===== config.mk =====
export PLATFORM = sky130hd
export DESIGN_NAME = exu_ctrl
export DESIGN_NICKNAME = d
export VERILOG_FILES = /design/src/hdl/exu_pkg.sv /design/src/hdl/exu_ctrl.sv
export VERILOG_INCLUDE_DIRS = /design/src /design/src/hdl
export SDC_FILE = /design/constraint.sdc
export NUM_CORES = 1
export LEC_CHECK = 0
export BUFFER_PORTS_ARGS = -buffer_cell sky130_fd_sc_hd__buf_2
export CORE_AREA = 2 2 39 41
export DETAILED_ROUTE_END_ITERATION = 16
export DIE_AREA = 0 0 41 43
export PLACE_DENSITY = 0.51
export SETUP_SLACK_MARGIN = 0.2
export SYNTH_ARGS = -nofsm -noshare
export SYNTH_HDL_FRONTEND = slang
export SYNTH_SLANG_ARGS = --single-unit

===== constraint.sdc =====
create_clock -name i_clk -period 2.3 [get_ports i_clk]
set_clock_uncertainty 0.1 [all_clocks]
set_input_delay 0 -clock i_clk [delete_from_list [all_inputs] [get_ports i_clk]]
set_output_delay 0 -clock i_clk [all_outputs]
set_load 0.1 [all_outputs]

===== src/hdl/exu_consts.svh =====
// width, depth, credit, alu, branch, load and status code macros for the execute unit
`ifndef EXU_CONSTS_SVH
`define EXU_CONSTS_SVH

`define EXU_XLEN        64
`define EXU_DEPTH       2
`define EXU_OUT_CREDITS 4
`define EXU_CREDIT_W    3

// alu operation codes
`define ALU_ADD  5'b00000
`define ALU_SUB  5'b00001
`define ALU_SLT  5'b00010
`define ALU_SLTU 5'b00011
`define ALU_XOR  5'b00100
`define ALU_AND  5'b00101
`define ALU_OR   5'b00110
`define ALU_SLL  5'b00111
`define ALU_SRL  5'b01000
`define ALU_SRA  5'b01001
`define ALU_MUL  5'b01010
`define ALU_DIV  5'b01011
`define ALU_DIVU 5'b01100
`define ALU_REM  5'b01101
`define ALU_REMU 5'b01110
`define ALU_COPY 5'b01111

// source b select
`define ALUB_RS2  2'b00
`define ALUB_IMM  2'b01
`define ALUB_FOUR 2'b10

// branch kinds
`define BR_NONE 3'b000
`define BR_JAL  3'b001
`define BR_JALR 3'b010
`define BR_BEQ  3'b100
`define BR_BNE  3'b101
`define BR_BLT  3'b110
`define BR_BGE  3'b111

// load extension kinds
`define LD_LB  3'b000
`define LD_LBU 3'b001
`define LD_LH  3'b010
`define LD_LHU 3'b011
`define LD_LW  3'b100
`define LD_LWU 3'b101
`define LD_LD  3'b110

// execute status
`define EX_EBREAK  4'b1110
`define EX_INVALID 4'b1111

`endif


===== src/hdl/exu_pkg.sv =====
// vector types for the execute unit datapath and control fields
`default_nettype none
`include "exu_consts.svh"

package exu_pkg;

  // data word, also pc, immediate and load data
  typedef logic [`EXU_XLEN-1:0] xlen_t;

  typedef logic [4:0] alu_ctr_t;

  // rs2, immediate or constant 4
  typedef logic [1:0] alub_sel_t;

  // signedness of blt/bge comes from the alu code
  typedef logic [2:0] branch_t;

  typedef logic [2:0] mem_op_t;

  typedef logic [3:0] ex_ctr_t;

endpackage

`default_nettype wire


===== src/hdl/exu_ctrl.sv =====
// execute unit control with stage valids, credit counter, credit return and halt status
`timescale 1ns/10ps
`default_nettype none
`include "exu_consts.svh"

module exu_ctrl (
  input  logic             i_clk,
  input  logic             i_arst_n,
  input  logic             i_in_valid,
  input  logic             i_out_credit,
  input  exu_pkg::ex_ctr_t i_ex_ctr,
  output logic             o_op_load,
  output logic             o_res_load,
  output logic             o_out_valid,
  output logic             o_in_credit,
  output logic             o_halt,
  output logic             o_abort
);

  localparam logic [`EXU_CREDIT_W-1:0] CREDIT_INIT = `EXU_CREDIT_W'(`EXU_OUT_CREDITS);

  logic                     op_valid;
  logic                     res_valid;
  logic [`EXU_CREDIT_W-1:0] credits;
  logic                     send;
  logic                     stop_code;
  logic                     bad_code;
  logic                     halt_q;
  logic                     abort_q;

  // result stage leaves only while a downstream credit is held
  assign send        = res_valid && (credits != '0);
  assign o_out_valid = send;
  assign o_in_credit = send;

  assign o_op_load  = i_in_valid;
  assign o_res_load = op_valid && (!res_valid || send);

  assign bad_code  = (i_ex_ctr == `EX_INVALID);
  assign stop_code = bad_code || (i_ex_ctr == `EX_EBREAK);

  // status shows up in the send cycle itself
  assign o_halt  = halt_q || (send && stop_code);
  assign o_abort = abort_q || (send && bad_code);

  always_ff @(posedge i_clk or negedge i_arst_n) begin
    if (!i_arst_n) begin
      op_valid  <= 1'b0;
      res_valid <= 1'b0;
      credits   <= CREDIT_INIT;
      halt_q    <= 1'b0;
      abort_q   <= 1'b0;
    end else begin
      if (i_in_valid) begin
        op_valid <= 1'b1;
      end else if (o_res_load) begin
        op_valid <= 1'b0;
      end
      if (o_res_load) begin
        res_valid <= 1'b1;
      end else if (send) begin
        res_valid <= 1'b0;
      end
      // a returned credit in a send cycle cancels out
      case ({send, i_out_credit})
        2'b10:   credits <= credits - 1'b1;
        2'b01:   credits <= credits + 1'b1;
        default: credits <= credits;
      endcase
      halt_q  <= o_halt;
      abort_q <= o_abort;
    end
  end

endmodule

`default_nettype wire


==> impl_metrics.env <==
export IMPL_n_fill_cell=140
export IMPL_stdcell_count=65
export IMPL_finalHoldViolations=0
export IMPL_core_um2=1380
export IMPL_peakVddDrop_uv=515
export IMPL_ios=14
export IMPL_max_freq_ghz=0.508
export IMPL_max_cap_violations=0
export IMPL_end_kind="flop"
export IMPL_power_frac_seq=0.309
export IMPL_place_inst=55
export IMPL_syn_area_um2=350
export IMPL_die_area_um2=1760
export IMPL_antenna_found_initial=0
export IMPL_crit_required_ns=2.37
export IMPL_routedWlPerCell_um=9.89
export IMPL_ant_nets=0
export IMPL_rsz0062_at_grt="false"
export IMPL_num_rows=14
export IMPL_netlist_instances=28
export IMPL_num_nets_final=60
export IMPL_holdWs_ns=0.0135
export IMPL_synth_warnings=0
export IMPL_arrival_ns=2.04
export IMPL_avgSynthCellArea_um2=12.5
export IMPL_period_share=0.857
export IMPL_ys_seq_area_frac=0.504
export IMPL_status="finished, final reports clean"
export IMPL_grt_ovfl_total=0
export IMPL_dpl_hpwl_um=427
export IMPL_hold_class="primary input to flop"
export IMPL_grt_max_degree=5
export IMPL_wl_met3_um=41
export IMPL_htree_levels=1
export IMPL_dpl_worst_slack_ns=0.257
export IMPL_dr_pass1_iters=1
export IMPL_area_delta_synth_final_pct=44.3
export IMPL_clkLatencyLatePin_ns=0.25
export IMPL_wl_met2_um=313
export IMPL_setup_ws_ns=0.330
export IMPL_cts_tree="built"
export IMPL_cts_buffers=3
export IMPL_initial_core_util=0.253
export IMPL_synth_fp_nets=38
export IMPL_drive_above_1_share=0.490
export IMPL_final_max_slew_violation_count=0
export IMPL_start_kind="flop"
export IMPL_setup_viol=0
export IMPL_power_frac_clock=0.143
export IMPL_yosys_area_top_type="dfrtp_1"
export IMPL_clock_path_buffers=2
export IMPL_place_congestion=0.649
export IMPL_die_x_um=41
export IMPL_groute_usage_overall=0.0850
export IMPL_path_max_fanout=4
export IMPL_cellLeakagePower_nw=0.228
export IMPL_criticalPathCategory="flop to flop"
export IMPL_vias=251
export IMPL_combPwrFrac=0.548
export IMPL_swShare=0.524
export IMPL_synth_top_area_frac=0.429
export IMPL_via_per_inst=3.86
export IMPL_clk_pin_slew_ns=0.06
export IMPL_routed_top_layer="met3"
export IMPL_max_slew_worst_pin_slew_ns=0.485
export IMPL_grt_pass1_vias=211
export IMPL_drc_errors=0
export IMPL_internal_power_mw=0.368
export IMPL_root_buffer="clkbuf_4"
export IMPL_synth_distinct_cells=20
export IMPL_power_density_nw_per_um2=1530
export IMPL_cts_sinks=7
export IMPL_fin_tns_setup_ns=0
export IMPL_netSwitchingPower_mw=0.404
export IMPL_routed_wl_um=643
export IMPL_die_height_um=43
export IMPL_post_route_min_period_ns=1.97
export IMPL_relSlewSlack=0.679
export IMPL_diodes=0
export IMPL_drt_iter0_drc=0
export IMPL_synthTopCellsByArea="dfrtp_1 (43%), dfstp_2 (7.5%), o31ai_4 (6.1%)"
export IMPL_port_buffers=13
export IMPL_ys_ff_latch=7
export IMPL_grt_pass1_wl_um=862
export IMPL_met1_length_um=288
worst paths after layout:
| kind | start | to | slack (ns) | cells after the start |
|---|---|---|---|---|
| worst min-delay path | i_out_credit | credits[0]$_DFFE_PN0P_ | 0.01 | 3 |
| max in group asynchronous | i_arst_n | credits[0]$_DFFE_PN0P_ | 0.79 | 4 |
| worst max register to register | credits[0]$_DFFE_PN0P_ | credits[2]$_DFFE_PN1P_ | 0.33 | 7 |
| worst max-delay path | credits[0]$_DFFE_PN0P_ | credits[2]$_DFFE_PN1P_ | 0.33 | 7 |
| min in group asynchronous | i_arst_n | op_valid$_DFFE_PN0P_ | 0.52 | 3 |
| worst min register to register | op_valid$_DFFE_PN0P_ | res_valid$_DFFE_PN0P_ | 0.37 | 1 |
state kept, by name, indices dropped and copies added (netlist names):
register / count
abort_q: 1
op_valid: 1
credits: 3
res_valid: 1
halt_q: 1
final cells by class:
class	instances	area [µm²]	share of cell area
Clock buffer	4	26.3	0.0520
Inverter	2	7.51	0.0149
Multi-Input combinational cell	17	151	0.300
Sequential cell	7	178	0.351
Tap cell	16	20.0	0.0396
Timing Repair Buffer	19	123	0.243
cells by family (layout without fill, tap and decap cells):
group / after synthesis / after routing / synth area share
simple gates: 8 / 8 / 0.121
flops: 7 / 7 / 0.504
buf+inv: 4 / 25 / 0.0643
compound gates: 3 / 3 / 0.111
xor+xnor: 3 / 3 / 0.0750
fa+ha+maj: 2 / 2 / 0.0929
mux: 1 / 1 / 0.0321
timing repair:
action | in CTS | in global routing
hold buffers | 5 | 0
setup buffers | 0 | 1
endpoints found under the setup margin | 0 | 2
endpoints found under the hold margin | 9 | 0
gates resized for setup | 0 | 1
worst max-delay path, cell delays in order, from the launching register on:
cell,delay [ns]
dfrtp_2,0.45
o31ai_4,0.28
ha_1,0.22
inv_1,0.06
fa_1,0.37
xor2_1,0.15
nor2_1,0.11
xor2_1,0.15
cell usage in the layout (no fill, tap or decap), types with 2 or more instances in the layout:
| cell type | instances |
|---|---|
| xor2_1 | 2 |
| dfrtp_1 | 5 |
| dlygate4sd3_1 | 5 |
| clkbuf_4 | 3 |
| inv_1 | 2 |
| buf_2 | 13 |
power by group through the flow:
stage | clock network [mW] | registers [mW] | logic, mW
2_1_floorplan | 0 | 0.228 | 0.369
3_3_place_gp | 0 | 0.237 | 0.408
3_5_place_dp | 0 | 0.238 | 0.409
4_1_cts | 0.114 | 0.236 | 0.416
5_1_grt | 0.124 | 0.245 | 0.464
6_report | 0.110 | 0.239 | 0.423
Yosys cell counts:
| master | n |
|---|---|
| buf_4 | 2 |
| ha_1 | 1 |
| mux2_2 | 1 |
| xnor2_1 | 1 |
| and2_1 | 1 |
| nor2_1 | 1 |
| o31ai_4 | 1 |
| nand2b_1 | 1 |
| nand3_1 | 1 |
| xor2_1 | 2 |
| or2_1 | 1 |
| inv_1 | 2 |
| a21o_2 | 1 |
| fa_1 | 1 |
| nor2_2 | 1 |
| dfrtp_1 | 6 |
| nor3_1 | 1 |
| a31o_2 | 1 |
| nand2_1 | 1 |
| dfstp_2 | 1 |
layer usage:
layer / vias up / GRT usage
li1: 131 / -
met1: 114 / 0.0957
met2: 6 / 0.0875
met3: 0 / 0.0628
met4: 0 / 0.100
met5: - / 0
stage by stage:
stage	instance area (µm²)	total power [mW]	utilization
final	505	0.772	0.365
after global routing	505	0.832	0.365
after CTS	497	0.766	0.359
after detailed placement	420	0.647	0.304
after global placement	420	0.645	0.304
after floorplan	350	0.597	-
No activity file was read; power rests on OpenSTA's default activity.
