**src/hdl/exu_consts.svh**
```systemverilog
// width, depth, credit, alu, branch, load and status code macros for the execute unit
`ifndef EXU_CONSTS_SVH
`define EXU_CONSTS_SVH

`define EXU_XLEN        64
`define EXU_DEPTH       2
`define EXU_OUT_CREDITS 4
`define EXU_CREDIT_W    3

// alu operation codes
`define ALU_ADD  5'b00000
`define ALU_SUB  5'b00001
`define ALU_SLT  5'b00010
`define ALU_SLTU 5'b00011
`define ALU_XOR  5'b00100
`define ALU_AND  5'b00101
`define ALU_OR   5'b00110
`define ALU_SLL  5'b00111
`define ALU_SRL  5'b01000
`define ALU_SRA  5'b01001
`define ALU_MUL  5'b01010
`define ALU_DIV  5'b01011
`define ALU_DIVU 5'b01100
`define ALU_REM  5'b01101
`define ALU_REMU 5'b01110
`define ALU_COPY 5'b01111

// source b select
`define ALUB_RS2  2'b00
`define ALUB_IMM  2'b01
`define ALUB_FOUR 2'b10

// branch kinds
`define BR_NONE 3'b000
`define BR_JAL  3'b001
`define BR_JALR 3'b010
`define BR_BEQ  3'b100
`define BR_BNE  3'b101
`define BR_BLT  3'b110
`define BR_BGE  3'b111

// load extension kinds
`define LD_LB  3'b000
`define LD_LBU 3'b001
`define LD_LH  3'b010
`define LD_LHU 3'b011
`define LD_LW  3'b100
`define LD_LWU 3'b101
`define LD_LD  3'b110

// execute status
`define EX_EBREAK  4'b1110
`define EX_INVALID 4'b1111

`endif

```
**src/hdl/exu_pkg.sv**
```systemverilog
// vector types for the execute unit datapath and control fields
`default_nettype none
`include "exu_consts.svh"

package exu_pkg;

  // data word, also pc, immediate and load data
  typedef logic [`EXU_XLEN-1:0] xlen_t;

  typedef logic [4:0] alu_ctr_t;

  // rs2, immediate or constant 4
  typedef logic [1:0] alub_sel_t;

  // signedness of blt/bge comes from the alu code
  typedef logic [2:0] branch_t;

  typedef logic [2:0] mem_op_t;

  typedef logic [3:0] ex_ctr_t;

endpackage

`default_nettype wire

```
**src/hdl/exu_operand.sv**
```systemverilog
// operand stage with word cut, source a/b select and instruction capture
`timescale 1ns/10ps
`default_nettype none
`include "exu_consts.svh"

module exu_operand (
  input  logic                i_clk,
  input  logic                i_arst_n,
  input  logic                i_load,
  input  exu_pkg::xlen_t      i_rs1,
  input  exu_pkg::xlen_t      i_rs2,
  input  exu_pkg::xlen_t      i_imm,
  input  exu_pkg::xlen_t      i_pc,
  input  exu_pkg::xlen_t      i_rdata,
  input  logic                i_alua_src,
  input  exu_pkg::alub_sel_t  i_alub_src,
  input  exu_pkg::alu_ctr_t   i_alu_ctr,
  input  logic                i_word_cut,
  input  exu_pkg::branch_t    i_branch,
  input  exu_pkg::mem_op_t    i_mem_op,
  input  logic                i_mem_to_reg,
  input  logic                i_sel_csr,
  input  exu_pkg::ex_ctr_t    i_ex_ctr,
  output exu_pkg::xlen_t      o_src_a,
  output exu_pkg::xlen_t      o_src_b,
  output exu_pkg::xlen_t      o_rs1,
  output exu_pkg::xlen_t      o_rs2,
  output exu_pkg::xlen_t      o_imm,
  output exu_pkg::xlen_t      o_pc,
  output exu_pkg::xlen_t      o_rdata,
  output exu_pkg::alu_ctr_t   o_alu_ctr,
  output logic                o_word_cut,
  output exu_pkg::branch_t    o_branch,
  output exu_pkg::mem_op_t    o_mem_op,
  output logic                o_mem_to_reg,
  output logic                o_sel_csr,
  output exu_pkg::ex_ctr_t    o_ex_ctr
);

  import exu_pkg::*;

  xlen_t rs1_cut;
  xlen_t rs2_cut;
  xlen_t imm_cut;
  xlen_t src_a;
  xlen_t src_b;

  // word mode keeps the low word, zero extended
  assign rs1_cut = i_word_cut ? {32'b0, i_rs1[31:0]} : i_rs1;
  assign rs2_cut = i_word_cut ? {32'b0, i_rs2[31:0]} : i_rs2;
  assign imm_cut = i_word_cut ? {32'b0, i_imm[31:0]} : i_imm;

  assign src_a = i_alua_src ? i_pc : rs1_cut;

  always_comb begin
    case (i_alub_src)
      `ALUB_IMM:  src_b = imm_cut;
      `ALUB_FOUR: src_b = `EXU_XLEN'(4);
      default:    src_b = rs2_cut;
    endcase
  end

  always_ff @(posedge i_clk) begin
    if (i_load) begin
      o_src_a <= src_a;
      o_src_b <= src_b;
      o_rs1   <= i_rs1;
      o_rs2   <= i_rs2;
      o_imm   <= i_imm;
      o_pc    <= i_pc;
      o_rdata <= i_rdata;
    end
  end

  always_ff @(posedge i_clk or negedge i_arst_n) begin
    if (!i_arst_n) begin
      o_alu_ctr    <= `ALU_ADD;
      o_word_cut   <= 1'b0;
      o_branch     <= `BR_NONE;
      o_mem_op     <= `LD_LD;
      o_mem_to_reg <= 1'b0;
      o_sel_csr    <= 1'b0;
      o_ex_ctr     <= '0;
    end else if (i_load) begin
      o_alu_ctr    <= i_alu_ctr;
      o_word_cut   <= i_word_cut;
      o_branch     <= i_branch;
      o_mem_op     <= i_mem_op;
      o_mem_to_reg <= i_mem_to_reg;
      o_sel_csr    <= i_sel_csr;
      o_ex_ctr     <= i_ex_ctr;
    end
  end

endmodule

`default_nettype wire

```
**config.mk**
```make
export PLATFORM = sky130hd
export DESIGN_NAME = exu_operand
export DESIGN_NICKNAME = d
export VERILOG_FILES = /design/src/hdl/exu_pkg.sv /design/src/hdl/exu_operand.sv
export VERILOG_INCLUDE_DIRS = /design/src /design/src/hdl
export SDC_FILE = /design/constraint.sdc
export NUM_CORES = 1
export LEC_CHECK = 0
export BUFFER_PORTS_ARGS = -buffer_cell sky130_fd_sc_hd__buf_2
export CORE_AREA = 2 2 313 315
export CTS_BUF_LIST = sky130_fd_sc_hd__clkbuf_16
export CTS_CLUSTER_DIAMETER = 100
export CTS_CLUSTER_SIZE = 28
export DETAILED_ROUTE_END_ITERATION = 8
export DIE_AREA = 0 0 315 317
export MAX_ROUTING_LAYER = met4
export PLACE_DENSITY = 0.46
export SLEW_MARGIN = 5
export SYNTH_ARGS = -nofsm -noshare
export SYNTH_HDL_FRONTEND = slang
export SYNTH_SLANG_ARGS = --single-unit
```
**constraint.sdc**
```tcl
create_clock -name i_clk -period 0.8 [get_ports i_clk]
set_input_delay 0.16 -clock i_clk [delete_from_list [all_inputs] [get_ports i_clk]]
set_output_delay 0.16 -clock i_clk [all_outputs]
set_load 0.01 [all_outputs]
```
==> impl_metrics.env <==
export IMPL_rr_startpoint="o_alu_ctr[2]"
export IMPL_rsz0062_at_grt="true"
export IMPL_dieArea_um2=99900
export IMPL_critPathMaxFanout=2
export IMPL_clkPwrFrac=0.286
export IMPL_hpwlAfterDp_um=43300
export IMPL_critPathLaunchType="flip-flop"
export IMPL_finalCriticalPeriod_ns=1.43
export IMPL_avgSynthCellArea_um2=24.0
export IMPL_dpl_instance_area_um2=22100
export IMPL_cp_required_ns=0.64
export IMPL_clkTransAtPathRegs_ns=0.11
export IMPL_endpoint="o_mem_op[1]"
export IMPL_ant_nets=0
export IMPL_cpMaxStageDelayCell="dfstp_2"
export IMPL_worst_slack_ns=-0.633
export IMPL_grt_max_degree=42
export IMPL_final_nets=2235
export IMPL_floorplan_initialDensity=0.164
export IMPL_switching_power_w=0.0135
export IMPL_seq_area_frac_synth=0.882
export IMPL_grt_usage=0.109
export IMPL_max_freq_ghz=0.698
export IMPL_avgRoutedWirePerCell_um=18.2
export IMPL_drt_total_wl_um=58000
export IMPL_finalSetupTns_ns=-236.53
export IMPL_setup_violations_final=503
export IMPL_grt_pass1_wl_um=78800
export IMPL_place_congestion=0.825
export IMPL_worstSkewPairLatency_ns=0.60
export IMPL_die_h_um=317
export IMPL_hold_viol=0
export IMPL_p_int_w=0.0400
export IMPL_synthCells=656
export IMPL_synth_seq_cells=466
export IMPL_drt_pre_antenna_iters=6
export IMPL_hold_class="primary input to flip-flop"
export IMPL_clock_skew_final_ns=0
export IMPL_relSlewSlack=0.796
export IMPL_cp_depth=1
export IMPL_ios=810
export IMPL_p_seq_frac=0.555
export IMPL_portBuffers=809
export IMPL_synth_nets=1003
export IMPL_crit_type="flip-flop to output pin"
export IMPL_cts_tree="built"
export IMPL_synth_area_um2=15800
export IMPL_path_cells="buf_6"
export IMPL_cts_buffer_depth=3
export IMPL_vias=11499
export IMPL_final_cell_mix="buf_2, edfxtp_1, dlygate4sd3_1, a22o_1"
export IMPL_power_density_nw_per_um2=1990
export IMPL_fp_dieW_um=315
export IMPL_antenna_found_initial=7
export IMPL_synth_warnings=0
export IMPL_switching_share=0.252
export IMPL_cp_startpoint="o_mem_op[1]"
export IMPL_grt_overflow_total=0
export IMPL_root_buffer="clkbuf_16"
export IMPL_area_delta_synth_final_pct=70.5
export IMPL_n_fill_cell=9745
export IMPL_min_delay_start="i_load"
export IMPL_worst_r2r_path_depth=2
export IMPL_drive_gt1_frac=0.537
export IMPL_worst_path_largest_cell_delay_ns=0.57
export IMPL_fp_row_count=114
export IMPL_cpLargestDelayFamily="flip-flops"
export IMPL_cts_buffers=24
export IMPL_r2r_end="o_alu_ctr[2]"
export IMPL_drt_iter0_drc=608
export IMPL_tightest_slew_ns=0.305
export IMPL_peakVddDrop_mv=1.59
export IMPL_fp_coreArea_um2=96300
export IMPL_grt_pass1_vias=12138
export IMPL_power_w=0.0535
export IMPL_finalInstanceArea_um2=26900
export IMPL_dp_slack_ns=-0.963
export IMPL_cap_viol_max_count=0
export IMPL_synth_cell_types=23
export IMPL_final_period_utilization=1.79
export IMPL_htreeDepth=1
export IMPL_final_common_cell="buf_2"
export IMPL_drv_slew=0
export IMPL_cts_sinks=466
export IMPL_status="finished, violations left"
export IMPL_utilization=0.279
export IMPL_violations="negative setup slack"
export IMPL_arrival_ns=1.27
export IMPL_reg2reg_slack_ns=-0.10
export IMPL_power_leakage_nw=11.1
export IMPL_routed_via_density=3.62
export IMPL_path_buf_inv=1
export IMPL_drc=0
export IMPL_pwr_share_comb=0.159
export IMPL_endpoint_kind="output pin"
[through the flow]
stage	cells	hold slack [ns]
floorplan	656	-0.136
global placement	2780	0.103
detailed placement	2780	0.102
CTS	3173	0.0599
global route	3178	0.0211
finish	3178	0.0202
[cell type report]
type | instances | area [um^2] | area share
antenna | 2 | 5.00 | 0.000186
clock buffer | 25 | 626 | 0.0233
clock inverter | 13 | 206 | 0.00768
inverter | 3 | 26.3 | 0.000977
multi-input combinational | 162 | 1800 | 0.0668
sequential | 466 | 13900 | 0.517
tap | 1276 | 1600 | 0.0594
timing repair buffer | 1231 | 8730 | 0.325
[how the worst min path moves through the flow]
stage                        end  depth (start not counted)  slack [ns]
floorplan           o_alu_ctr[0]                          0       -0.14
global placement      o_word_cut                          2        0.10
detailed placement   o_ex_ctr[1]                          2        0.10
CTS                   o_src_b[2]                          4        0.06
global route         o_ex_ctr[1]                          3        0.02
finish               o_ex_ctr[1]                          3        0.02
[logic make-up (layout without fill, tap and decap cells)]
| family | Yosys count | in the layout | synth area share |
|---|---|---|---|
| and+or+nand+nor | 9 | 12 | 0.00412 |
| buffers and inverters | 31 | 1272 | 0.0144 |
| DFF | 466 | 466 | 0.882 |
| AOI/OAI and AO/OA | 97 | 97 | 0.0578 |
| adders and majority gates | 3 | 3 | 0.00238 |
| other | 0 | 2 | 0 |
| muxes | 50 | 50 | 0.0397 |
[metal layers]
metal	global-route usage	wire, um	vias up
li1	-	-	5156
met1	0.120	21900	5793
met2	0.196	30600	485
met3	0.0247	3810	65
met4	0.0311	1590	0
met5	-	0	-
[power by group through the flow]
stage | Clock [W] | Combinational [W] | Sequential (W)
floorplan | 0 | 0.00114 | 0.0313
global placement | 0 | 0.00669 | 0.0302
detailed placement | 0 | 0.00675 | 0.0302
CTS | 0.0159 | 0.00846 | 0.0297
global route | 0.0167 | 0.00900 | 0.0299
finish | 0.0153 | 0.00849 | 0.0297
[cells in the mapped netlist]
cell type  instances  area share
mux2_4            17       0.016
nand2_1            3     0.00071
dfstp_2            2      0.0033
dfrtp_1           16       0.025
mux2_1            25       0.018
nor2b_4            1     0.00087
nor2_2             1     0.00040
a32o_2            31       0.022
inv_2              1     0.00024
buf_6              9      0.0064
a21oi_1            2     0.00063
nor2b_2            2      0.0011
o21ai_0            1     0.00032
nand3b_1           1     0.00048
edfxtp_1         448        0.85
a22o_1            62       0.034
o21ai_1            1     0.00032
inv_1              2     0.00048
ha_1               3      0.0024
mux2_2             8      0.0057
nand2b_2           1     0.00056
buf_4              8      0.0038
buf_2             11      0.0035
[what timing repair did]
item / 4_1_cts / 5_1_grt
hold buffers: 341 / 0
endpoints found under the setup margin: 530 / 859
cloned: 3 / 0
pin swaps: 1 / 1
buffers inserted: 11 / 6
gates resized for setup: 51 / 40
endpoints found under the hold margin: 496 / 0
(Power assumes the default switching activity.)
