**config.mk**
```make
export PLATFORM = sky130hd
export DESIGN_NAME = exu_branch
export DESIGN_NICKNAME = d
export VERILOG_FILES = /design/src/hdl/exu_pkg.sv /design/src/hdl/exu_branch.sv
export VERILOG_INCLUDE_DIRS = /design/src /design/src/hdl
export SDC_FILE = /design/constraint.sdc
export NUM_CORES = 1
export LEC_CHECK = 0
export BUFFER_PORTS_ARGS = -buffer_cell sky130_fd_sc_hd__clkbuf_2
export CORE_ASPECT_RATIO = 0.75
export CORE_UTILIZATION = 52
export DETAILED_ROUTE_END_ITERATION = 16
export GPL_TIMING_DRIVEN = 0
export PLACE_DENSITY = 0.95
export SETUP_SLACK_MARGIN = 0.4
export SYNTH_ARGS = -nofsm -noshare
export SYNTH_HDL_FRONTEND = slang
export SYNTH_SLANG_ARGS = --single-unit
export TNS_END_PERCENT = 5
```
**constraint.sdc**
```tcl
create_clock -name vclk -period 6.5
set_input_delay 0.65 -clock vclk [all_inputs]
set_output_delay 0.65 -clock vclk [all_outputs]
set_load 0.01 [all_outputs]
```
**src/hdl/exu_consts.svh**
```systemverilog
// width, depth, credit, alu, branch, load and status code macros for the execute unit
`ifndef EXU_CONSTS_SVH
`define EXU_CONSTS_SVH

`define EXU_XLEN        64
`define EXU_DEPTH       2
`define EXU_OUT_CREDITS 4
`define EXU_CREDIT_W    3

// alu operation codes
`define ALU_ADD  5'b00000
`define ALU_SUB  5'b00001
`define ALU_SLT  5'b00010
`define ALU_SLTU 5'b00011
`define ALU_XOR  5'b00100
`define ALU_AND  5'b00101
`define ALU_OR   5'b00110
`define ALU_SLL  5'b00111
`define ALU_SRL  5'b01000
`define ALU_SRA  5'b01001
`define ALU_MUL  5'b01010
`define ALU_DIV  5'b01011
`define ALU_DIVU 5'b01100
`define ALU_REM  5'b01101
`define ALU_REMU 5'b01110
`define ALU_COPY 5'b01111

// source b select
`define ALUB_RS2  2'b00
`define ALUB_IMM  2'b01
`define ALUB_FOUR 2'b10

// branch kinds
`define BR_NONE 3'b000
`define BR_JAL  3'b001
`define BR_JALR 3'b010
`define BR_BEQ  3'b100
`define BR_BNE  3'b101
`define BR_BLT  3'b110
`define BR_BGE  3'b111

// load extension kinds
`define LD_LB  3'b000
`define LD_LBU 3'b001
`define LD_LH  3'b010
`define LD_LHU 3'b011
`define LD_LW  3'b100
`define LD_LWU 3'b101
`define LD_LD  3'b110

// execute status
`define EX_EBREAK  4'b1110
`define EX_INVALID 4'b1111

`endif

```
**src/hdl/exu_pkg.sv**
```systemverilog
// vector types for the execute unit datapath and control fields
`default_nettype none
`include "exu_consts.svh"

package exu_pkg;

  // data word, also pc, immediate and load data
  typedef logic [`EXU_XLEN-1:0] xlen_t;

  typedef logic [4:0] alu_ctr_t;

  // rs2, immediate or constant 4
  typedef logic [1:0] alub_sel_t;

  // signedness of blt/bge comes from the alu code
  typedef logic [2:0] branch_t;

  typedef logic [2:0] mem_op_t;

  typedef logic [3:0] ex_ctr_t;

endpackage

`default_nettype wire

```
**src/hdl/exu_branch.sv**
```systemverilog
// branch decision and next pc adder
`timescale 1ns/10ps
`default_nettype none
`include "exu_consts.svh"

module exu_branch (
  input  exu_pkg::branch_t i_branch,
  input  logic             i_zero,
  input  logic             i_less,
  input  exu_pkg::xlen_t   i_pc,
  input  exu_pkg::xlen_t   i_rs1,
  input  exu_pkg::xlen_t   i_imm,
  output exu_pkg::xlen_t   o_next_pc
);

  import exu_pkg::*;

  logic  taken;
  xlen_t base;
  xlen_t offset;

  always_comb begin
    case (i_branch)
      `BR_JAL,
      `BR_JALR: taken = 1'b1;
      `BR_BEQ:  taken = i_zero;
      `BR_BNE:  taken = ~i_zero;
      `BR_BLT:  taken = i_less;
      `BR_BGE:  taken = ~i_less;
      default:  taken = 1'b0;
    endcase
  end

  // jalr is relative to rs1
  assign base      = (i_branch == `BR_JALR) ? i_rs1 : i_pc;
  assign offset    = taken ? i_imm : `EXU_XLEN'(4);
  assign o_next_pc = base + offset;

endmodule

`default_nettype wire

```
==> flow_summary.ini, run 1 <==
[floorplanning]
floorplan.initialDensity = 0.545
chip_height_um = 87.0
coreArea_sq_um = 9200
die_w_um = 115
design.die.area_sq_um = 10000
placementRows = 30
top_level_ports = 261

[sta]
maxSlewViolCount = 0
tightest_slew_ns = 0.650
worst_hold_slack_ns = 1.75
max_slew_margin = 0.566
max_freq_mhz = 171
report.final.hold_viol_count = 0
fin_setup_tns_ns = 0
finalCriticalPeriod_ns = 5.84
final.period_utilization = 0.898
finalSetupViolations = 0
grt_setup_unrepaired = no

[setup_path]
cp.buffers_inverters = 3
critPathMaxFanout = 10
cp-start-kind = primary input
timing.critical_path.slowest_cell_delay_ns = 0.48
path_delay_family = compound AO/OA/AOI/OAI gates
timing.critical_path.slowest_stage_cell = sky130_fd_sc_hd__o21ai_1
timing.critical_path.arrival_ns = 5.19
critical_path.cell_chain = clkbuf_2 -> a21oi_1 -> a31oi_1 -> xor2_4 -> clkbuf_1 -> and2_1 -> ha_1 -> fa_1 -> a21oi_1 -> o211a_1 -> nor3_2 -> a21o_1 -> a41oi_1 -> o21ai_1 -> a21boi_1 -> o31ai_1 -> xor2_1 -> clkbuf_2
critical_path_required_ns = 5.85
worstSetupPathType = in2out
end_kind = primary output

[pwr]
power.leakage_uw = 0.00329
total_power_uw = 962
power.ir.vdd_worst_uv = 75.2
cellPowerDensity_nw_per_um2 = 148

[cells_and_area]
final_core_util = 0.707
seq_cell_count = 0
finish.net_count = 1237
insertedDiodeCount = 0
drive_above_1_share = 0.353
growth_of_design_area_from_synthesis_to_finish_pct = 29.7
sequential_area_sq_um = 0
clock_buffers = 0

[placed_design]
hpwl_detailed_mm = 15.7
gp_routability_congestion = 0.973
buffer_ports.inserted = 261

[synthesis]
post_synth_instance_area_sq_um = 5010
ys_types = 59
most_common_library_cells_after_synthesis = sky130_fd_sc_hd__a21oi_1, sky130_fd_sc_hd__and2_1, sky130_fd_sc_hd__ha_1, sky130_fd_sc_hd__mux2_2, sky130_fd_sc_hd__nand2_1
synth_top_cell_by_area = sky130_fd_sc_hd__ha_1
netlist.area_leader.share = 0.157
synthTopCellsByArea = sky130_fd_sc_hd__ha_1, sky130_fd_sc_hd__mux2_2, sky130_fd_sc_hd__and2_1, sky130_fd_sc_hd__a21oi_1, sky130_fd_sc_hd__xnor2_1
yosys_warnings = 0
syn_avg_cell_area_sq_um = 7.03
yosysMostFrequentCell = sky130_fd_sc_hd__a21oi_1
seq_area_frac_synth = 0
syn-num-nets = 974
post_synth_inst_count = 713

[route]
first_iter_violations = 458
route.detailed.drc = 0
detail_route.first_pass.iterations = 5
routed_wl_mm = 18.3
route.detailed.vias_per_inst = 6.00
detail-route-antenna-nets = 0
wl_per_cell_um = 16.6
total_number_of_vias = 6615

[run_status]
outcome = completed

[run]
drv_cap = 0

[global_route]
grtUsageTotal = 0.353
grt_antenna_before_repair = 0
grt_max_degree = 11
grt.overflow.total = 0
grt_first_pass_wirelength_mm = 28.4
grt_pass1_vias = 6039

[hold_path]
timing.hold.worst.class = in2out
[worst paths after layout]
check   startpoint       endpoint  cells after the start  slack [ns]
max    i_branch[2]  o_next_pc[48]                     18        0.66
min       i_rs1[0]   o_next_pc[0]                      4        1.75
[where the power goes]
group / leakage, uW / internal, uW / total [uW] / switching (uW)
clock: 0 / 0 / 0 / 0
sequential: 0 / 0 / 0 / 0
combinational: 0.00329 / 396 / 962 / 566
[cell type report]
cell class | count | area, sq um
repair buffers | 261 | 1310
well taps | 128 | 160
plain buffers | 40 | 169
fillers | 821 | 2690
multi-input cells | 664 | 4830
inverters | 9 | 33.8
[stage by stage]
| stage | instance area, sq um | std cells | worst slack (ns) |
|---|---|---|---|
| 4_1_cts | 6480 | 1102 | 0.426 |
| 5_1_grt | 6500 | 1102 | 0.428 |
| 3_5_place_dp | 6480 | 1102 | 0.368 |
| 6_report | 6500 | 1102 | 0.664 |
| 3_3_place_gp | 6480 | 1102 | 0.526 |
| 2_1_floorplan | 5010 | 713 | 1.61 |
[logic make-up after synthesis]
| group | Yosys count | share of synthesized area |
|---|---|---|
| adder cells (fa/ha/maj) | 64 | 0.161 |
| AND/OR/NAND/NOR | 251 | 0.260 |
| multiplexers | 65 | 0.145 |
| XOR/XNOR | 61 | 0.107 |
| AO/OA/AOI/OAI | 223 | 0.287 |
| buffers and inverters | 49 | 0.0397 |
[routing by layer]
metal | GRT usage | up-vias | share of wire
met5 | 0 | - | 0
li1 | - | 3143 | -
met1 | 0.461 | 2987 | 0.43
met2 | 0.576 | 414 | 0.43
met4 | 0.148 | 0 | 0.043
met3 | 0.0564 | 71 | 0.097
[cell usage in the layout, fill, tap and decap left out, drive strengths merged, types with 29 or more instances in the layout]
cell / Yosys / routed
clkbuf: 36 / 297
a21oi: 72 / 72
and2: 67 / 67
mux2: 63 / 63
ha: 63 / 63
nand2: 53 / 53
nor2: 51 / 51
o21ai: 45 / 45
a21o: 35 / 35
xnor2: 33 / 33
nand4: 29 / 29
[repair_timing]
item	CTS	global route
hold buffers	0	0
endpoints found under the setup margin	1	18
gates resized for setup	1	6
buffers inserted	0	0
Note: power is estimated with default switching activity, not from simulation.
==> run 2, diff against run 1 <==
--- a/config.mk
+++ b/config.mk
@@ -12,6 +12,7 @@
 export DETAILED_ROUTE_END_ITERATION = 16
 export GPL_TIMING_DRIVEN = 0
 export PLACE_DENSITY = 0.95
+export REMOVE_ABC_BUFFERS = 1
 export SETUP_SLACK_MARGIN = 0.4
 export SYNTH_ARGS = -nofsm -noshare
 export SYNTH_HDL_FRONTEND = slang
==> run 2 against run 1 <==
Compared with the run above: routed wire length shrank 7.2%; die area unchanged; global-route usage is 3.2 points lower; final cell count is 3.2% lower; sequential share of layout area is the same; largest cell class unchanged; largest power group unchanged.
==> flow_summary.ini, run 2 (same netlist as run 1, synthesis figures left out) <==
[run_status]
outcome = completed

[hold_path]
timing.hold.worst.class = in2out
whs_endpoint = o_next_pc[63]
hold-path-cell-count = 5
min-delay-start = i_imm[63]

[placed_design]
dpl.cell_count = 1067
gp_routability_congestion = 1.02
place_area_sq_um = 6410
hpwl_detailed_mm = 14.7
dp_slack_ns = 0.658
buffer_ports.inserted = 261

[setup_path]
timing.critical_path.slowest_stage_cell = sky130_fd_sc_hd__xor2_4
timing.critical_path.arrival_ns = 5.07
worstSetupPathType = in2out
cp.buffers_inverters = 3
total_number_of_cells_along_the_worst_setup_path = 18
critical_path.cell_chain = clkbuf_2 -> a21oi_1 -> a31oi_1 -> xor2_4 -> buf_16 -> and2_1 -> ha_1 -> fa_1 -> a21oi_1 -> o211a_1 -> nor3_2 -> a21o_1 -> a41oi_1 -> o21ai_1 -> a41oi_1 -> o21bai_1 -> xor2_1 -> clkbuf_2
end_kind = primary output
critical_path_required_ns = 5.85
critPathMaxFanout = 34
timing.critical_path.slowest_cell_delay_ns = 0.63
cp-start-kind = primary input
path_delay_family = compound AO/OA/AOI/OAI gates

[global_route]
grt.overflow.total = 0
grtUsageTotal = 0.321
grt_pass1_vias = 5672
grt_antenna_before_repair = 0
grt_max_degree = 35
grt_first_pass_wirelength_mm = 26.3

[sta]
final.period_utilization = 0.880
max_slew_margin = 0.506
finalCriticalPeriod_ns = 5.72
report.final.hold_viol_count = 0
maxSlewViolCount = 0
max_freq_mhz = 175
timing.final.ws_setup_ns = 0.779
finalSetupViolations = 0
fin_setup_tns_ns = 0
grt_setup_unrepaired = no
tightest_slew_ns = 0.740

[cells_and_area]
fillerInstances = 823
drive_above_1_share = 0.364
post_route_cell_area_sq_um = 6420
clock_buffers = 0
final_cells = 1067
insertedDiodeCount = 0
sequential_area_sq_um = 0
seq_cell_count = 0
layout.cells.most_common = sky130_fd_sc_hd__clkbuf_2
layout.cells.most_common_list = sky130_fd_sc_hd__clkbuf_2, sky130_fd_sc_hd__a21oi_1, sky130_fd_sc_hd__and2_1, sky130_fd_sc_hd__mux2_2, sky130_fd_sc_hd__ha_1
growth_of_design_area_from_synthesis_to_finish_pct = 28.0
finish.net_count = 1202

[floorplanning]
chip_height_um = 87.0
placementRows = 30
design.die.area_sq_um = 10000
coreArea_sq_um = 9200
floorplan.initialDensity = 0.545
top_level_ports = 261
die_w_um = 115

[pwr]
total_power_uw = 944
power.ir.vdd_worst_uv = 67.9
cellPowerDensity_nw_per_um2 = 147
power.leakage_uw = 0.00326

[clock_network]
cts_hold_buffers = 0

[run]
drv_cap = 0

[route]
route.detailed.vias_per_inst = 5.95
detail-route-antenna-nets = 0
routed_wl_mm = 17.0
wl_per_cell_um = 15.9
total_number_of_vias = 6353
detail_route.first_pass.iterations = 5
route.detailed.drc = 0
first_iter_violations = 573
run 2: layer usage:
metal,global-route usage,routed length [um],part of all wire,up-vias
met5,0,0,0,-
met3,0.0230,1520,0.089,34
met4,0.0720,404,0.024,0
li1,-,-,-,3070
met2,0.545,7580,0.45,418
met1,0.441,7460,0.44,2831
run 2: tightest hold or removal path, stage by stage:
cell and delay, ns:
sky130_fd_sc_hd__clkbuf_2 0.08, sky130_fd_sc_hd__nand2_1 0.06, sky130_fd_sc_hd__xor2_1 0.07, sky130_fd_sc_hd__xnor2_1 0.12, sky130_fd_sc_hd__clkbuf_2 0.12
run 2: final cells by class:
type                            count  area [sq um]  area share
Inverter                            9          33.8     0.00526
Multi-Input combinational cell    664          4850       0.755
Tap cell                          128           160      0.0250
Timing Repair Buffer              266          1380       0.215
run 2: how the worst max path moves through the flow:
stage                      startpoint       endpoint  slack, ns
after floorplan           i_branch[0]  o_next_pc[41]      -2.50
after global placement    i_branch[2]  o_next_pc[36]      -4.69
after detailed placement  i_branch[0]  o_next_pc[56]       0.66
after CTS                 i_branch[0]  o_next_pc[56]       0.60
after global routing      i_branch[2]  o_next_pc[36]       0.48
final                     i_branch[2]  o_next_pc[36]       0.78
run 2: metrics by stage:
stage	hold slack [ns]	util
final	1.74	0.698
after detailed placement	1.74	0.697
after floorplan	1.57	-
after CTS	1.75	0.697
after global routing	1.79	0.698
after global placement	1.74	0.687
run 2: repair_timing:
| item | CTS | global route |
|---|---|---|
| buffers inserted | 0 | 0 |
| setup endpoints to repair | 0 | 2 |
| resized for setup | 0 | 1 |
| hold endpoints to repair | 0 | 0 |
run 2: report_power, final:
part           internal (uW)  switching (uW)  leakage [uW]
logic                    400             543       0.00326
clock network              0               0             0
registers                  0               0             0
total                    400             543       0.00326
==> run 3, diff against run 2 <==
--- a/config.mk
+++ b/config.mk
@@ -8,7 +8,7 @@
 export LEC_CHECK = 0
 export BUFFER_PORTS_ARGS = -buffer_cell sky130_fd_sc_hd__clkbuf_2
 export CORE_ASPECT_RATIO = 0.75
-export CORE_UTILIZATION = 52
+export CORE_UTILIZATION = 49
 export DETAILED_ROUTE_END_ITERATION = 16
 export GPL_TIMING_DRIVEN = 0
 export PLACE_DENSITY = 0.95
==> constraint.sdc (replaced) <==
create_clock -name vclk -period 6.2
set_input_delay 0.62 -clock vclk [all_inputs]
set_output_delay 0.62 -clock vclk [all_outputs]
set_load 0.01 [all_outputs]
==> run 3 against run 2 <==
Compared with the run above: flip-flop and latch count is the same; highest routed layer unchanged; count of clock-buffer cells in the layout is the same; cell area grew 0.31%; sequential share of layout area is the same; critical endpoint is now o_next_pc[48]; worst setup slack lost 0.0028 ns; via count shrank 1.1%; die area grew 6.0%; critical path depth shrank 1; routed wire length grew 0.29%; total power grew 5.2%; combinational power grew 5.2%; non-clock buffer count grew 2.
==> flow_summary.ini, run 3 (same netlist as run 1, synthesis figures left out) <==
[route]
first_iter_violations = 501
detail_route.first_pass.iterations = 5
wl_per_cell_um = 15.9
route.detailed.vias_per_inst = 5.86
total_number_of_vias = 6286
routed_wl_mm = 17.0
detail-route-antenna-nets = 0
route.detailed.drc = 0

[setup_path]
timing.critical_path.arrival_ns = 4.80
timing.critical_path.slowest_cell_delay_ns = 0.61
worstSetupPathType = in2out
end_kind = primary output
critical_path.cell_chain = clkbuf_2 -> a21oi_1 -> a31oi_1 -> xor2_4 -> and2_1 -> ha_1 -> fa_1 -> a21oi_1 -> o211a_1 -> nor3_2 -> a21o_1 -> a41oi_1 -> o21ai_1 -> a21boi_1 -> o31ai_1 -> xor2_1 -> clkbuf_2
critical_path_required_ns = 5.58
cp-start-kind = primary input
timing.critical_path.slowest_stage_cell = sky130_fd_sc_hd__xor2_4
critPathMaxFanout = 30

[hold_path]
whs_endpoint = o_next_pc[0]
timing.hold.worst.class = in2out
min-delay-start = i_imm[0]
hold-path-cell-count = 4

[cells_and_area]
drive_above_1_share = 0.366
layout.cells.most_common = sky130_fd_sc_hd__clkbuf_2
finish.net_count = 1204
layout.cells.most_common_list = sky130_fd_sc_hd__clkbuf_2, sky130_fd_sc_hd__a21oi_1, sky130_fd_sc_hd__and2_1, sky130_fd_sc_hd__mux2_2, sky130_fd_sc_hd__ha_1
clock_buffers = 0
area_of_the_multi_input_gates_sq_um = 4850
final_core_util = 0.656
sequential_area_sq_um = 0
seq_cell_count = 0
fillerInstances = 898
post_route_cell_area_sq_um = 6440
insertedDiodeCount = 0
growth_of_design_area_from_synthesis_to_finish_pct = 28.4

[sta]
finalSetupViolations = 0
max_slew_margin = 0.525
worst_hold_slack_ns = 1.68
finalCriticalPeriod_ns = 5.42
maxSlewViolCount = 0
tightest_slew_ns = 0.711
max_freq_mhz = 184
final.period_utilization = 0.875
report.final.hold_viol_count = 0
grt_setup_unrepaired = no

[pwr]
power.leakage_uw = 0.00327
cellPowerDensity_nw_per_um2 = 154
power.ir.vdd_worst_uv = 81.1

[run]
drv_cap = 0

[floorplanning]
design.die.area_sq_um = 10600
die_w_um = 119
placementRows = 31
top_level_ports = 261
floorplan.initialDensity = 0.511
chip_height_um = 89.6
coreArea_sq_um = 9810

[placed_design]
gp_routability_congestion = 0.931
buffer_ports.inserted = 261
place_area_sq_um = 6420
hpwl_detailed_mm = 14.9

[global_route]
grt_first_pass_wirelength_mm = 26.6
grt.overflow.total = 0
grt_max_degree = 36
grt_pass1_vias = 5496
grt_antenna_before_repair = 0
grtUsageTotal = 0.304

[run_status]
outcome = completed
==> run 3: layout make-up <==
type,count,area share
Tap cell,132,0.0257
Multi-Input combinational cell,664,0.753
Timing Repair Buffer,268,0.216
Inverter,9,0.00525
==> run 3: power by group <==
group	switching, uW	internal (uW)
Sequential	0	0
Clock	0	0
Combinational	573	420
Total	573	420
==> run 3: worst max-delay path, delay by kind of cell <==
kind,cells,cell delay [ns]
and+or+nand+nor,2,0.59
adders and majority gates,2,0.39
AOI/OAI and AO/OA,9,2.10
xor gates and xnor gates,2,0.79
buffers and inverters,2,0.29
==> run 3: stage by stage <==
| step | TNS [ns] | worst slack (ns) | cells | total power, uW |
|---|---|---|---|---|
| after floorplan | -135.99 | -2.74 | 673 | 634 |
| after global placement | -270.02 | -4.93 | 1066 | 952 |
| after detailed placement | 0 | 0.399 | 1071 | 974 |
| after CTS | 0 | 0.614 | 1071 | 980 |
| after global routing | 0 | 0.452 | 1073 | 1080 |
| final | 0 | 0.777 | 1073 | 993 |
==> run 3: per-layer routing <==
layer,up-vias,global-route usage,share of wire,routed length [um]
met2,355,0.506,0.43,7380
met1,2805,0.434,0.47,7950
met4,0,0.0495,0.015,248
met3,30,0.0290,0.084,1430
met5,-,0,0,0
li1,3096,-,-,-
==> run 3: how the worst max path moves through the flow <==
stage,start,end,slack [ns],depth (start not counted)
after global routing,i_branch[2],o_next_pc[48],0.45,17
after CTS,i_branch[0],o_next_pc[56],0.61,16
after global placement,i_branch[2],o_next_pc[48],-4.93,15
after floorplan,i_branch[0],o_next_pc[41],-2.74,12
final,i_branch[2],o_next_pc[48],0.78,17
after detailed placement,i_branch[0],o_next_pc[56],0.40,16
==> run 3: what timing repair did <==
item,4_1_cts,5_1_grt
setup endpoints to repair,1,1
gates resized for setup,1,0
pin swaps,0,1
setup buffers,0,2
hold buffers,0,0
